===== config.mk =====
export PLATFORM = sky130hd
export DESIGN_NAME = ex_stage
export DESIGN_NICKNAME = d
export VERILOG_FILES = /design/src/ex_pkg.sv /design/src/regular_alu.sv /design/src/mul_alu.sv /design/src/div_alu.sv /design/src/branch_alu.sv /design/src/ex_stage.sv
export SDC_FILE = /design/constraint.sdc
export NUM_CORES = 2
export LEC_CHECK = 0
export BUFFER_PORTS_ARGS = -buffer_cell sky130_fd_sc_hd__clkbuf_2
export CAP_MARGIN = 20
export CORE_MARGIN = 2
export CORE_UTILIZATION = 38
export CTS_BUF_LIST = sky130_fd_sc_hd__clkbuf_4
export CTS_CLUSTER_SIZE = 10
export DETAILED_ROUTE_END_ITERATION = 10
export PLACE_DENSITY_LB_ADDON = 0.15
export RECOVER_POWER = 25
export REMOVE_ABC_BUFFERS = 1
export SLEW_MARGIN = 20
export SYNTH_ARGS = -nofsm -noshare
export SYNTH_HDL_FRONTEND = slang
export SYNTH_SLANG_ARGS = --single-unit

===== constraint.sdc =====
create_clock -name clk -period 8.4 [get_ports clk]
set_clock_uncertainty 0.1 [all_clocks]
set_input_delay 1.68 -clock clk [delete_from_list [all_inputs] [get_ports clk]]
set_output_delay 1.68 -clock clk [all_outputs]
set_load 0.005 [all_outputs]

===== src/ex_pkg.sv =====
package ex_pkg;

    // data and address width of the core
    localparam int XLEN = 32;

    // operation codes, grouped by execution unit so the class
    // can be read straight from the encoding
    typedef enum logic [4:0] {
        // single-cycle integer unit
        OP_NOP    = 5'd0,
        OP_ADD    = 5'd1,
        OP_SUB    = 5'd2,
        OP_SLT    = 5'd3,
        OP_SLTU   = 5'd4,
        OP_AND    = 5'd5,
        OP_OR     = 5'd6,
        OP_XOR    = 5'd7,
        OP_NOR    = 5'd8,
        OP_SLL    = 5'd9,
        OP_SRL    = 5'd10,
        OP_SRA    = 5'd11,
        // multiplier
        OP_MULW   = 5'd12,
        OP_MULHW  = 5'd13,
        OP_MULHWU = 5'd14,
        // divider
        OP_DIVW   = 5'd15,
        OP_MODW   = 5'd16,
        OP_DIVWU  = 5'd17,
        OP_MODWU  = 5'd18,
        // branch unit
        OP_BEQ    = 5'd19,
        OP_BNE    = 5'd20,
        OP_BLT    = 5'd21,
        OP_BGE    = 5'd22,
        OP_BLTU   = 5'd23,
        OP_BGEU   = 5'd24,
        OP_JIRL   = 5'd25,
        // load/store
        OP_LDB    = 5'd26,
        OP_LDH    = 5'd27,
        OP_LDW    = 5'd28,
        OP_STB    = 5'd29,
        OP_STH    = 5'd30,
        OP_STW    = 5'd31
    } alu_op_e;

endpackage


===== src/regular_alu.sv =====
`timescale 1ns/1ns

module regular_alu (
    input  ex_pkg::alu_op_e          op_i,
    input  logic [ex_pkg::XLEN-1:0]  a_i,
    input  logic [ex_pkg::XLEN-1:0]  b_i,
    output logic [ex_pkg::XLEN-1:0]  result_o
);

    logic [4:0]             shamt;
    logic [ex_pkg::XLEN-1:0] sum;
    logic [ex_pkg::XLEN-1:0] diff;

    // only the low five bits count for a 32-bit shift
    assign shamt = b_i[4:0];
    assign sum   = a_i + b_i;
    assign diff  = a_i - b_i;

    always_comb begin
        case (op_i)
            ex_pkg::OP_ADD: begin
                result_o = sum;
            end
            ex_pkg::OP_SUB: begin
                result_o = diff;
            end
            ex_pkg::OP_SLT: begin
                result_o = {{(ex_pkg::XLEN-1){1'b0}}, $signed(a_i) < $signed(b_i)};
            end
            ex_pkg::OP_SLTU: begin
                result_o = {{(ex_pkg::XLEN-1){1'b0}}, a_i < b_i};
            end
            ex_pkg::OP_AND: begin
                result_o = a_i & b_i;
            end
            ex_pkg::OP_OR: begin
                result_o = a_i | b_i;
            end
            ex_pkg::OP_XOR: begin
                result_o = a_i ^ b_i;
            end
            ex_pkg::OP_NOR: begin
                result_o = ~(a_i | b_i);
            end
            ex_pkg::OP_SLL: begin
                result_o = a_i << shamt;
            end
            ex_pkg::OP_SRL: begin
                result_o = a_i >> shamt;
            end
            ex_pkg::OP_SRA: begin
                result_o = $unsigned($signed(a_i) >>> shamt);
            end
            default: begin
                result_o = '0;
            end
        endcase
    end

endmodule


===== src/mul_alu.sv =====
`timescale 1ns/1ns

module mul_alu #(
    parameter int MUL_LATENCY = 2
) (
    input  logic                       clk,
    input  logic                       rst_i,
    input  logic                       start_i,
    input  logic                       signed_i,
    input  logic [ex_pkg::XLEN-1:0]    a_i,
    input  logic [ex_pkg::XLEN-1:0]    b_i,
    output logic                       done_o,
    output logic [2*ex_pkg::XLEN-1:0]  product_o
);

    logic signed [ex_pkg::XLEN:0]       a_ext;
    logic signed [ex_pkg::XLEN:0]       b_ext;
    logic signed [2*ex_pkg::XLEN+1:0]   full_prod;
    logic [MUL_LATENCY-1:0]             valid_q;
    logic [2*ex_pkg::XLEN-1:0]          prod_q [MUL_LATENCY];

    // extra top bit makes one signed multiply serve both flavours
    assign a_ext     = {signed_i & a_i[ex_pkg::XLEN-1], a_i};
    assign b_ext     = {signed_i & b_i[ex_pkg::XLEN-1], b_i};
    assign full_prod = a_ext * b_ext;

    always_ff @(posedge clk) begin
        if (rst_i) begin
            valid_q <= '0;
        end else begin
            valid_q[0] <= start_i;
            for (int i = 1; i < MUL_LATENCY; i++) begin
                valid_q[i] <= valid_q[i-1];
            end
        end
    end

    // product pipe, one entry per stage
    always_ff @(posedge clk) begin
        prod_q[0] <= full_prod[2*ex_pkg::XLEN-1:0];
        for (int i = 1; i < MUL_LATENCY; i++) begin
            prod_q[i] <= prod_q[i-1];
        end
    end

    assign done_o    = valid_q[MUL_LATENCY-1];
    assign product_o = prod_q[MUL_LATENCY-1];

    // back-to-back results only come from back-to-back starts
    a_done_pair: assert property (@(posedge clk) disable iff (rst_i)
        (done_o && $past(done_o)) |-> $past(start_i, MUL_LATENCY + 1));

endmodule


===== src/div_alu.sv =====
`timescale 1ns/1ns

module div_alu (
    input  logic                     clk,
    input  logic                     rst_i,
    input  logic                     start_i,
    input  logic                     signed_i,
    input  logic [ex_pkg::XLEN-1:0]  dividend_i,
    input  logic [ex_pkg::XLEN-1:0]  divisor_i,
    output logic                     busy_o,
    output logic                     done_o,
    output logic [ex_pkg::XLEN-1:0]  quotient_o,
    output logic [ex_pkg::XLEN-1:0]  remainder_o
);

    typedef enum logic [1:0] {
        S_IDLE,
        S_RUN,
        S_FINISH
    } div_state_e;

    div_state_e              state_q;
    logic [4:0]              step_q;
    logic                    quo_neg_q;
    logic                    rem_neg_q;
    logic [ex_pkg::XLEN-1:0] quo_q;
    logic [ex_pkg::XLEN-1:0] rem_q;
    logic [ex_pkg::XLEN-1:0] div_mag_q;
    logic                    a_neg;
    logic                    b_neg;
    logic [ex_pkg::XLEN-1:0] a_mag;
    logic [ex_pkg::XLEN-1:0] b_mag;
    logic [ex_pkg::XLEN:0]   rem_shift;
    logic                    fits;

    assign a_neg = signed_i & dividend_i[ex_pkg::XLEN-1];
    assign b_neg = signed_i & divisor_i[ex_pkg::XLEN-1];
    assign a_mag = a_neg ? -dividend_i : dividend_i;
    assign b_mag = b_neg ? -divisor_i : divisor_i;

    // one restoring step, next dividend bit shifted in from the quotient
    assign rem_shift = {rem_q, quo_q[ex_pkg::XLEN-1]};
    assign fits      = rem_shift >= {1'b0, div_mag_q};

    // control state
    always_ff @(posedge clk) begin
        if (rst_i) begin
            state_q <= S_IDLE;
            step_q  <= '0;
        end else begin
            case (state_q)
                S_IDLE: begin
                    if (start_i) begin
                        step_q  <= '0;
                        state_q <= (divisor_i == '0) ? S_FINISH : S_RUN;
                    end
                end
                S_RUN: begin
                    step_q <= step_q + 5'd1;
                    if (step_q == 5'd31) begin
                        state_q <= S_FINISH;
                    end
                end
                default: begin
                    state_q <= S_IDLE;
                end
            endcase
        end
    end

    // datapath
    always_ff @(posedge clk) begin
        if (state_q == S_IDLE && start_i) begin
            div_mag_q <= b_mag;
            if (divisor_i == '0) begin
                // result is final straight away
                quo_q     <= '1;
                rem_q     <= dividend_i;
                quo_neg_q <= 1'b0;
                rem_neg_q <= 1'b0;
            end else begin
                quo_q     <= a_mag;
                rem_q     <= '0;
                quo_neg_q <= a_neg ^ b_neg;
                rem_neg_q <= a_neg;
            end
        end else if (state_q == S_RUN) begin
            quo_q <= {quo_q[ex_pkg::XLEN-2:0], fits};
            if (fits) begin
                rem_q <= rem_shift[ex_pkg::XLEN-1:0] - div_mag_q;
            end else begin
                rem_q <= rem_shift[ex_pkg::XLEN-1:0];
            end
        end
    end

    assign busy_o      = (state_q != S_IDLE);
    assign done_o      = (state_q == S_FINISH);
    assign quotient_o  = quo_neg_q ? -quo_q : quo_q;
    assign remainder_o = rem_neg_q ? -rem_q : rem_q;

    // the issuing stage must wait for the previous division
    a_no_restart: assert property (@(posedge clk) disable iff (rst_i)
        start_i |-> !busy_o);

endmodule


===== src/branch_alu.sv =====
`timescale 1ns/1ns

module branch_alu (
    input  ex_pkg::alu_op_e          op_i,
    input  logic [ex_pkg::XLEN-1:0]  pc_i,
    input  logic [ex_pkg::XLEN-1:0]  a_i,
    input  logic [ex_pkg::XLEN-1:0]  b_i,
    input  logic [ex_pkg::XLEN-1:0]  imm_i,
    input  logic                     pred_taken_i,
    input  logic [ex_pkg::XLEN-1:0]  pred_target_i,
    output logic                     taken_o,
    output logic [ex_pkg::XLEN-1:0]  target_o,
    output logic [ex_pkg::XLEN-1:0]  link_o,
    output logic                     mispredict_o
);

    logic is_branch;
    logic cond;

    always_comb begin
        is_branch = 1'b1;
        case (op_i)
            ex_pkg::OP_BEQ: begin
                cond = (a_i == b_i);
            end
            ex_pkg::OP_BNE: begin
                cond = (a_i != b_i);
            end
            ex_pkg::OP_BLT: begin
                cond = ($signed(a_i) < $signed(b_i));
            end
            ex_pkg::OP_BGE: begin
                cond = ($signed(a_i) >= $signed(b_i));
            end
            ex_pkg::OP_BLTU: begin
                cond = (a_i < b_i);
            end
            ex_pkg::OP_BGEU: begin
                cond = (a_i >= b_i);
            end
            ex_pkg::OP_JIRL: begin
                cond = 1'b1;
            end
            default: begin
                is_branch = 1'b0;
                cond      = 1'b0;
            end
        endcase
    end

    // jirl is register relative, the rest pc relative
    assign target_o = (op_i == ex_pkg::OP_JIRL) ? (a_i + imm_i) : (pc_i + imm_i);
    assign link_o   = pc_i + 32'd4;
    assign taken_o  = is_branch & cond;

    assign mispredict_o = is_branch &
                          ((taken_o != pred_taken_i) ||
                           (taken_o && (target_o != pred_target_i)));

endmodule


===== src/ex_stage.sv =====
`timescale 1ns/1ns

module ex_stage #(
    parameter int MUL_LATENCY = 2
) (
    input  logic                     clk,
    input  logic                     rst_i,
    input  logic                     issue_valid_i,
    input  ex_pkg::alu_op_e          issue_op_i,
    input  logic [ex_pkg::XLEN-1:0]  issue_pc_i,
    input  logic [ex_pkg::XLEN-1:0]  issue_rs1_i,
    input  logic [ex_pkg::XLEN-1:0]  issue_rs2_i,
    input  logic [ex_pkg::XLEN-1:0]  issue_imm_i,
    input  logic [4:0]               issue_rd_i,
    input  logic                     pred_taken_i,
    input  logic [ex_pkg::XLEN-1:0]  pred_target_i,
    input  logic                     mem_addr_ok_i,
    output logic                     stall_o,
    output logic                     wb_valid_o,
    output logic [4:0]               wb_rd_o,
    output logic [ex_pkg::XLEN-1:0]  wb_data_o,
    output logic                     redirect_o,
    output logic [ex_pkg::XLEN-1:0]  redirect_target_o,
    output logic                     mem_valid_o,
    output logic                     mem_we_o,
    output logic [ex_pkg::XLEN-1:0]  mem_addr_o,
    output logic [ex_pkg::XLEN-1:0]  mem_wdata_o,
    output logic [3:0]               mem_wstrb_o,
    output logic                     exc_ale_o
);

    logic is_alu, is_mul, is_div, is_br, is_mem, is_store, misalign;

    // operation class
    assign is_alu   = issue_op_i inside {[ex_pkg::OP_ADD : ex_pkg::OP_SRA]};
    assign is_mul   = issue_op_i inside {[ex_pkg::OP_MULW : ex_pkg::OP_MULHWU]};
    assign is_div   = issue_op_i inside {[ex_pkg::OP_DIVW : ex_pkg::OP_MODWU]};
    assign is_br    = issue_op_i inside {[ex_pkg::OP_BEQ : ex_pkg::OP_JIRL]};
    assign is_mem   = issue_op_i inside {[ex_pkg::OP_LDB : ex_pkg::OP_STW]};
    assign is_store = issue_op_i inside {ex_pkg::OP_STB, ex_pkg::OP_STH, ex_pkg::OP_STW};

    logic [ex_pkg::XLEN-1:0] alu_res;

    regular_alu u_regular_alu (
        .op_i     (issue_op_i),
        .a_i      (issue_rs1_i),
        .b_i      (issue_rs2_i),
        .result_o (alu_res)
    );

    // one start pulse per multiply
    logic                      mul_launch, mul_start_q, mul_wait_q, mul_signed_q, mul_done;
    logic [ex_pkg::XLEN-1:0]   mul_a_q, mul_b_q, mul_res;
    logic [2*ex_pkg::XLEN-1:0] mul_product;

    assign mul_launch = issue_valid_i && is_mul && !mul_start_q && !mul_wait_q && !mul_done;

    always_ff @(posedge clk) begin
        if (rst_i) begin
            mul_start_q <= 1'b0;
            mul_wait_q  <= 1'b0;
        end else begin
            mul_start_q <= mul_launch;
            if (mul_start_q) begin
                mul_wait_q <= 1'b1;
            end else if (mul_done) begin
                mul_wait_q <= 1'b0;
            end
        end
    end

    always_ff @(posedge clk) begin
        if (mul_launch) begin
            mul_a_q      <= issue_rs1_i;
            mul_b_q      <= issue_rs2_i;
            mul_signed_q <= (issue_op_i != ex_pkg::OP_MULHWU);
        end
    end

    mul_alu #(
        .MUL_LATENCY (MUL_LATENCY)
    ) u_mul_alu (
        .clk       (clk),
        .rst_i     (rst_i),
        .start_i   (mul_start_q),
        .signed_i  (mul_signed_q),
        .a_i       (mul_a_q),
        .b_i       (mul_b_q),
        .done_o    (mul_done),
        .product_o (mul_product)
    );

    assign mul_res = (issue_op_i == ex_pkg::OP_MULW) ? mul_product[ex_pkg::XLEN-1:0]
                                                      : mul_product[2*ex_pkg::XLEN-1:ex_pkg::XLEN];

    // divide launch
    logic                    div_launch, div_start_q, div_signed_q, div_busy, div_done;
    logic [ex_pkg::XLEN-1:0] div_a_q, div_b_q, div_quo, div_rem, div_res;

    assign div_launch = issue_valid_i && is_div && !div_start_q && !div_busy && !div_done;

    always_ff @(posedge clk) begin
        if (rst_i) begin
            div_start_q <= 1'b0;
        end else begin
            div_start_q <= div_launch;
        end
    end

    always_ff @(posedge clk) begin
        if (div_launch) begin
            div_a_q      <= issue_rs1_i;
            div_b_q      <= issue_rs2_i;
            div_signed_q <= issue_op_i inside {ex_pkg::OP_DIVW, ex_pkg::OP_MODW};
        end
    end

    div_alu u_div_alu (
        .clk         (clk),
        .rst_i       (rst_i),
        .start_i     (div_start_q),
        .signed_i    (div_signed_q),
        .dividend_i  (div_a_q),
        .divisor_i   (div_b_q),
        .busy_o      (div_busy),
        .done_o      (div_done),
        .quotient_o  (div_quo),
        .remainder_o (div_rem)
    );

    assign div_res = issue_op_i inside {ex_pkg::OP_DIVW, ex_pkg::OP_DIVWU} ? div_quo : div_rem;

    logic                    br_taken, br_mispredict;
    logic [ex_pkg::XLEN-1:0] br_target, br_link;

    branch_alu u_branch_alu (
        .op_i          (issue_op_i),
        .pc_i          (issue_pc_i),
        .a_i           (issue_rs1_i),
        .b_i           (issue_rs2_i),
        .imm_i         (issue_imm_i),
        .pred_taken_i  (pred_taken_i),
        .pred_target_i (pred_target_i),
        .taken_o       (br_taken),
        .target_o      (br_target),
        .link_o        (br_link),
        .mispredict_o  (br_mispredict)
    );

    // load/store address and lanes
    assign mem_addr_o = issue_rs1_i + issue_imm_i;

    always_comb begin
        misalign    = 1'b0;
        mem_wdata_o = '0;
        mem_wstrb_o = 4'b1111;
        case (issue_op_i)
            ex_pkg::OP_LDH: begin
                misalign = mem_addr_o[0];
            end
            ex_pkg::OP_LDW: begin
                misalign = (mem_addr_o[1:0] != 2'b00);
            end
            ex_pkg::OP_STB: begin
                mem_wdata_o = {4{issue_rs2_i[7:0]}};
                mem_wstrb_o = 4'b0001 << mem_addr_o[1:0];
            end
            ex_pkg::OP_STH: begin
                misalign    = mem_addr_o[0];
                mem_wdata_o = {2{issue_rs2_i[15:0]}};
                mem_wstrb_o = mem_addr_o[1] ? 4'b1100 : 4'b0011;
            end
            ex_pkg::OP_STW: begin
                misalign    = (mem_addr_o[1:0] != 2'b00);
                mem_wdata_o = issue_rs2_i;
            end
            default: begin
                misalign = 1'b0;
            end
        endcase
    end

    assign mem_we_o    = is_store;
    assign mem_valid_o = issue_valid_i && is_mem && !misalign;
    assign exc_ale_o   = issue_valid_i && is_mem && misalign;

    // hold the slot while a unit is busy or the cache refuses
    assign stall_o = (issue_valid_i && is_mul && !mul_done) ||
                     (issue_valid_i && is_div && !div_done) ||
                     (mem_valid_o && !mem_addr_ok_i);

    always_comb begin
        if (is_mul) begin
            wb_data_o = mul_res;
        end else if (is_div) begin
            wb_data_o = div_res;
        end else if (is_br) begin
            wb_data_o = br_link;
        end else begin
            wb_data_o = alu_res;
        end
    end

    assign wb_valid_o = issue_valid_i && !stall_o &&
                        (is_alu || is_mul || is_div || issue_op_i == ex_pkg::OP_JIRL);
    assign wb_rd_o    = issue_rd_i;

    assign redirect_o        = issue_valid_i && br_mispredict;
    assign redirect_target_o = br_taken ? br_target : br_link;

    // a refused request stays on the bus unchanged
    a_mem_held: assert property (@(posedge clk) disable iff (rst_i)
        (mem_valid_o && !mem_addr_ok_i) |=>
            (mem_valid_o && $stable(mem_addr_o) && $stable(mem_wdata_o) &&
             $stable(mem_wstrb_o)));

    // every unit result finds its operation still in the slot
    a_done_claimed: assert property (@(posedge clk) disable iff (rst_i)
        (mul_done || div_done) |-> (issue_valid_i && (is_mul || is_div)));

endmodule


==> qor.csv <==
stage,metric,value,unit
setup_path,critical-path maximum fanout,7,
yosys,yosys warns,0,
die,chip width,428.6,um
die,Die ar.,183700,um2
timing,Rel. slew slack,-0.04174,
grt,GRT met2 Usage,0.4927,
yosys,Netlist Area Pre-Place,68490,um2
detailed_routing,vias,59900,
power_and_ir_drop,Power Dens Cells,312.9,nW/um2
detailed_routing,WL final,282800,um
grt,grt ovf,0,
grt,largest net degree at the start of global routing,70,
die,initial core utilization,0.3831,
power_and_ir_drop,sw power,12.29,mW
clock_network,clock sinks,368,
finish,Final Core Density,0.4328,
grt,met1 GRT Util,0.3999,
clock_network,hold buffers post-CTS,0,
finish,fin nets,9986,
timing,Worst Tran Pin Value,1.563,ns
detailed_routing,antenna-violating nets left,0,
yosys,sequential fraction of the synthesis area,0.1409,
setup_path,Worst Path Arrival,6.72,ns
timing,"Min Clock Period, post-route",8.503,ns
grt,vias in the first global route,60880,
finish,Synth-to-Final Area Change,12.99,%
grt,initial antenna violation count,26,
yosys,distinct cell type count after synthesis,93,
detailed_routing,Wirelength per Cell,26.35,um
timing,Hold WS,0.1968,ns
place,GP Congestion,1.020,
timing,worst setup margin,-0.1032,ns
die,io pins,318,
clock_network,CTS tree,built,
timing,count of pins over their slew limit,17,
finish,layout cells sized above 1,0.1194,
timing,final setup violation count,1,
setup_path,R2R setup slack,0.05,ns
grt,gr busiest metal,met2,
die,CORE AREA,178800,um2
clock_network,Max clock buf depth,3,
timing,fmax,117.6,MHz
run,max-cap violations,2,
yosys,Mapped Avg Cell Area,8.756,um2
finish,storage element area,9649,um2
power_and_ir_drop,static leakage,36.30,nW
finish,most frequent cells in the layout,"inv_1, fa_1, nand2_1, nor2_1, ha_1",
grt,grt met3 use,0.04359,
setup_path,Crit Path Category,primary input to output port,
yosys,share of the synthesized area in the top cell type,0.3303,
finish,filler instances,17980,
yosys,"FF+latch count, synth",368,
yosys,Synth area leader,fa_1,
clock_network,CTS Root Cell,clkbuf_4,
setup_path,Startpoint Class,primary input,
status,status,"complete, but fails checks",
grt,global-route wire length before repair,412900,um
worst_hold_path,worst hold path type,register to register,
yosys,post-synthesis async set-or-reset flop share,0,
yosys,most used flip-flop cell after synthesis,edfxtp_1,
setup_path,Crit. End Element,output port,
power_and_ir_drop,Switching Fraction,0.5077,
setup_path,CP required,6.62,ns
status,failing checks,"capacitance limit, slew limit, setup timing",
place,Final HPWL DP,229300,um
finish,area occupied by multi-input gates,52750,um2
place,Buffers on Ports,307,
power_and_ir_drop,Internal,11.92,mW
clock_network,clk_lat worst skew,0.96,ns
timing,RSZ-0062 raised after global routing,true,
detailed_routing,DRC viols,0,
detailed_routing,vias per std cell,5.582,
timing,Final Hold Vio Count,0,
power_and_ir_drop,Comb pwr share,0.820,
yosys,Post-Synthesis Cells,7823,
clock_network,CTS H-tree depth,3,
power_and_ir_drop,Clk network pwr share,0.071,
yosys,Post-synth EDFFs,228,
power_and_ir_drop,worst vdd ir,0.4999,mV
finish,"commonest non-fill, non-tap cell in the layout",inv_1,
detailed_routing,DR iter-0 viols,5352,
finish,final instance area,77390,um2
timing,Tcrit/Tclk final,1.012,
finish,Finished Layout Cells,10730,
power_and_ir_drop,Flop pwr share,0.109,
place,post-placement cell count,10480,
detailed_routing,Pre-antenna DRT Iters,6,
grt,Tot GR Track Use,0.3022,
place,Post-DP Area,75370,um2
clock_network,clock slew at reported path FFs,0.06,ns
place,Post-Place Setup Slack,-0.3684,ns
clock_network,CTS Buf Count,101,
die,Std-Cell Rows,155,
yosys,largest cells by area after synthesis,"fa_1, edfxtp_1, ha_1",
die,Die Y,428.6,um
critical path, stage by stage:
cell       delay (ns)
clkbuf_1         0.30
clkbuf_1         1.15
ha_1             0.40
a21oi_1          0.14
o31ai_1          0.38
o2bb2ai_1        0.37
o41ai_1          0.29
a31oi_1          0.24
o21a_2           0.28
nor2b_1          0.23
nand4_1          0.20
a2111oi_0        0.48
nor4b_1          0.32
a21oi_1          0.12
clkbuf_2         0.12
routing by layer:
metal,vias to the layer above,part of all wire
met5,-,0.00045
met4,12,0.053
met3,548,0.071
met2,2517,0.46
met1,30520,0.42
li1,26310,-
cell type report:
cell class                      instances  share of cell area
Antenna cell                           27           0.0008730
Clock buffer                          149             0.01445
Clock inverter                         32            0.002603
Inverter                             1286             0.06242
Multi-Input combinational cell       5737              0.6816
Sequential cell                       368              0.1247
Tap cell                             2355             0.03807
Timing Repair Buffer                  777             0.07535
power groups by stage:
stage	clock (mW)	sequential, mW	combinational, mW
6_report	1.71	2.64	19.9
5_1_grt	1.85	2.66	21.9
4_1_cts	1.75	2.65	19.2
3_5_place_dp	0	2.68	18.9
3_3_place_gp	0	2.68	18.9
2_1_floorplan	0	2.60	11.7
logic make-up after synthesis:
| kind of cell | share of synthesized area |
|---|---|
| compound gates | 0.1290 |
| xor+xnor | 0.04298 |
| fa+ha+maj | 0.4052 |
| buf+inv | 0.09446 |
| flops | 0.1409 |
| mux | 0.02961 |
| simple gates | 0.1579 |
worst paths after layout:
kind                            depth (start not counted)                       startpoint                                to
worst min-delay path                                    0  u_mul_alu.prod_q[0][55]$_DFF_P_  u_mul_alu.prod_q[0][119]$_DFF_P_
worst max-delay path                                   15                  issue_rs1_i[24]                        redirect_o
worst max register to register                         30            mul_a_q[22]$_DFFE_PP_   u_mul_alu.prod_q[0][61]$_DFF_P_
worst min register to register                          0  u_mul_alu.prod_q[0][55]$_DFF_P_  u_mul_alu.prod_q[0][119]$_DFF_P_
per-stage QoR:
step / total power, mW / TNS, ns
CTS: 23.56 / -0.03186
global placement: 21.55 / -1.872
global route: 26.39 / -1.384
floorplan: 14.32 / -0.7910
detailed placement: 21.56 / -2.199
finish: 24.21 / -0.1032
synthesized netlist by cell type, types with 26 or more instances:
library cell / n
nor2_1: 425
fa_1: 1130
o21a_1: 29
mux2i_1: 170
ha_1: 410
nor2b_1: 40
or2_2: 33
edfxtp_1: 228
a31oi_1: 27
nand2b_1: 33
o21bai_1: 36
o211ai_1: 26
a22oi_1: 33
buf_1: 34
inv_1: 1282
clkbuf_1: 391
o221ai_1: 30
o21ai_0: 316
nor4_1: 31
xor2_1: 128
o31ai_1: 39
a21o_1: 98
nand4_1: 27
and3_1: 66
and2_1: 367
xnor2_1: 195
dfxtp_1: 140
or3_1: 48
a21oi_1: 396
o22ai_1: 51
nor3_1: 90
nand2_1: 985
nand3_1: 85
a211oi_1: 75
registers in the layout, summed over array words and instances (netlist names), 5 cells and up:
name	flops
u_div_alu.div_mag_q	32
u_div_alu.step_q	5
mul_a_q	32
u_div_alu.rem_q	32
div_a_q	32
u_div_alu.quo_q	32
u_mul_alu.prod_q	128
mul_b_q	32
div_b_q	32
what timing repair did:
action,in CTS,in global routing
endpoints found under the setup margin,10,13
resized for setup,26,95
buffers inserted,7,25
pin swaps,10,48
gates cloned,1,6
(Power assumes the default switching activity.)
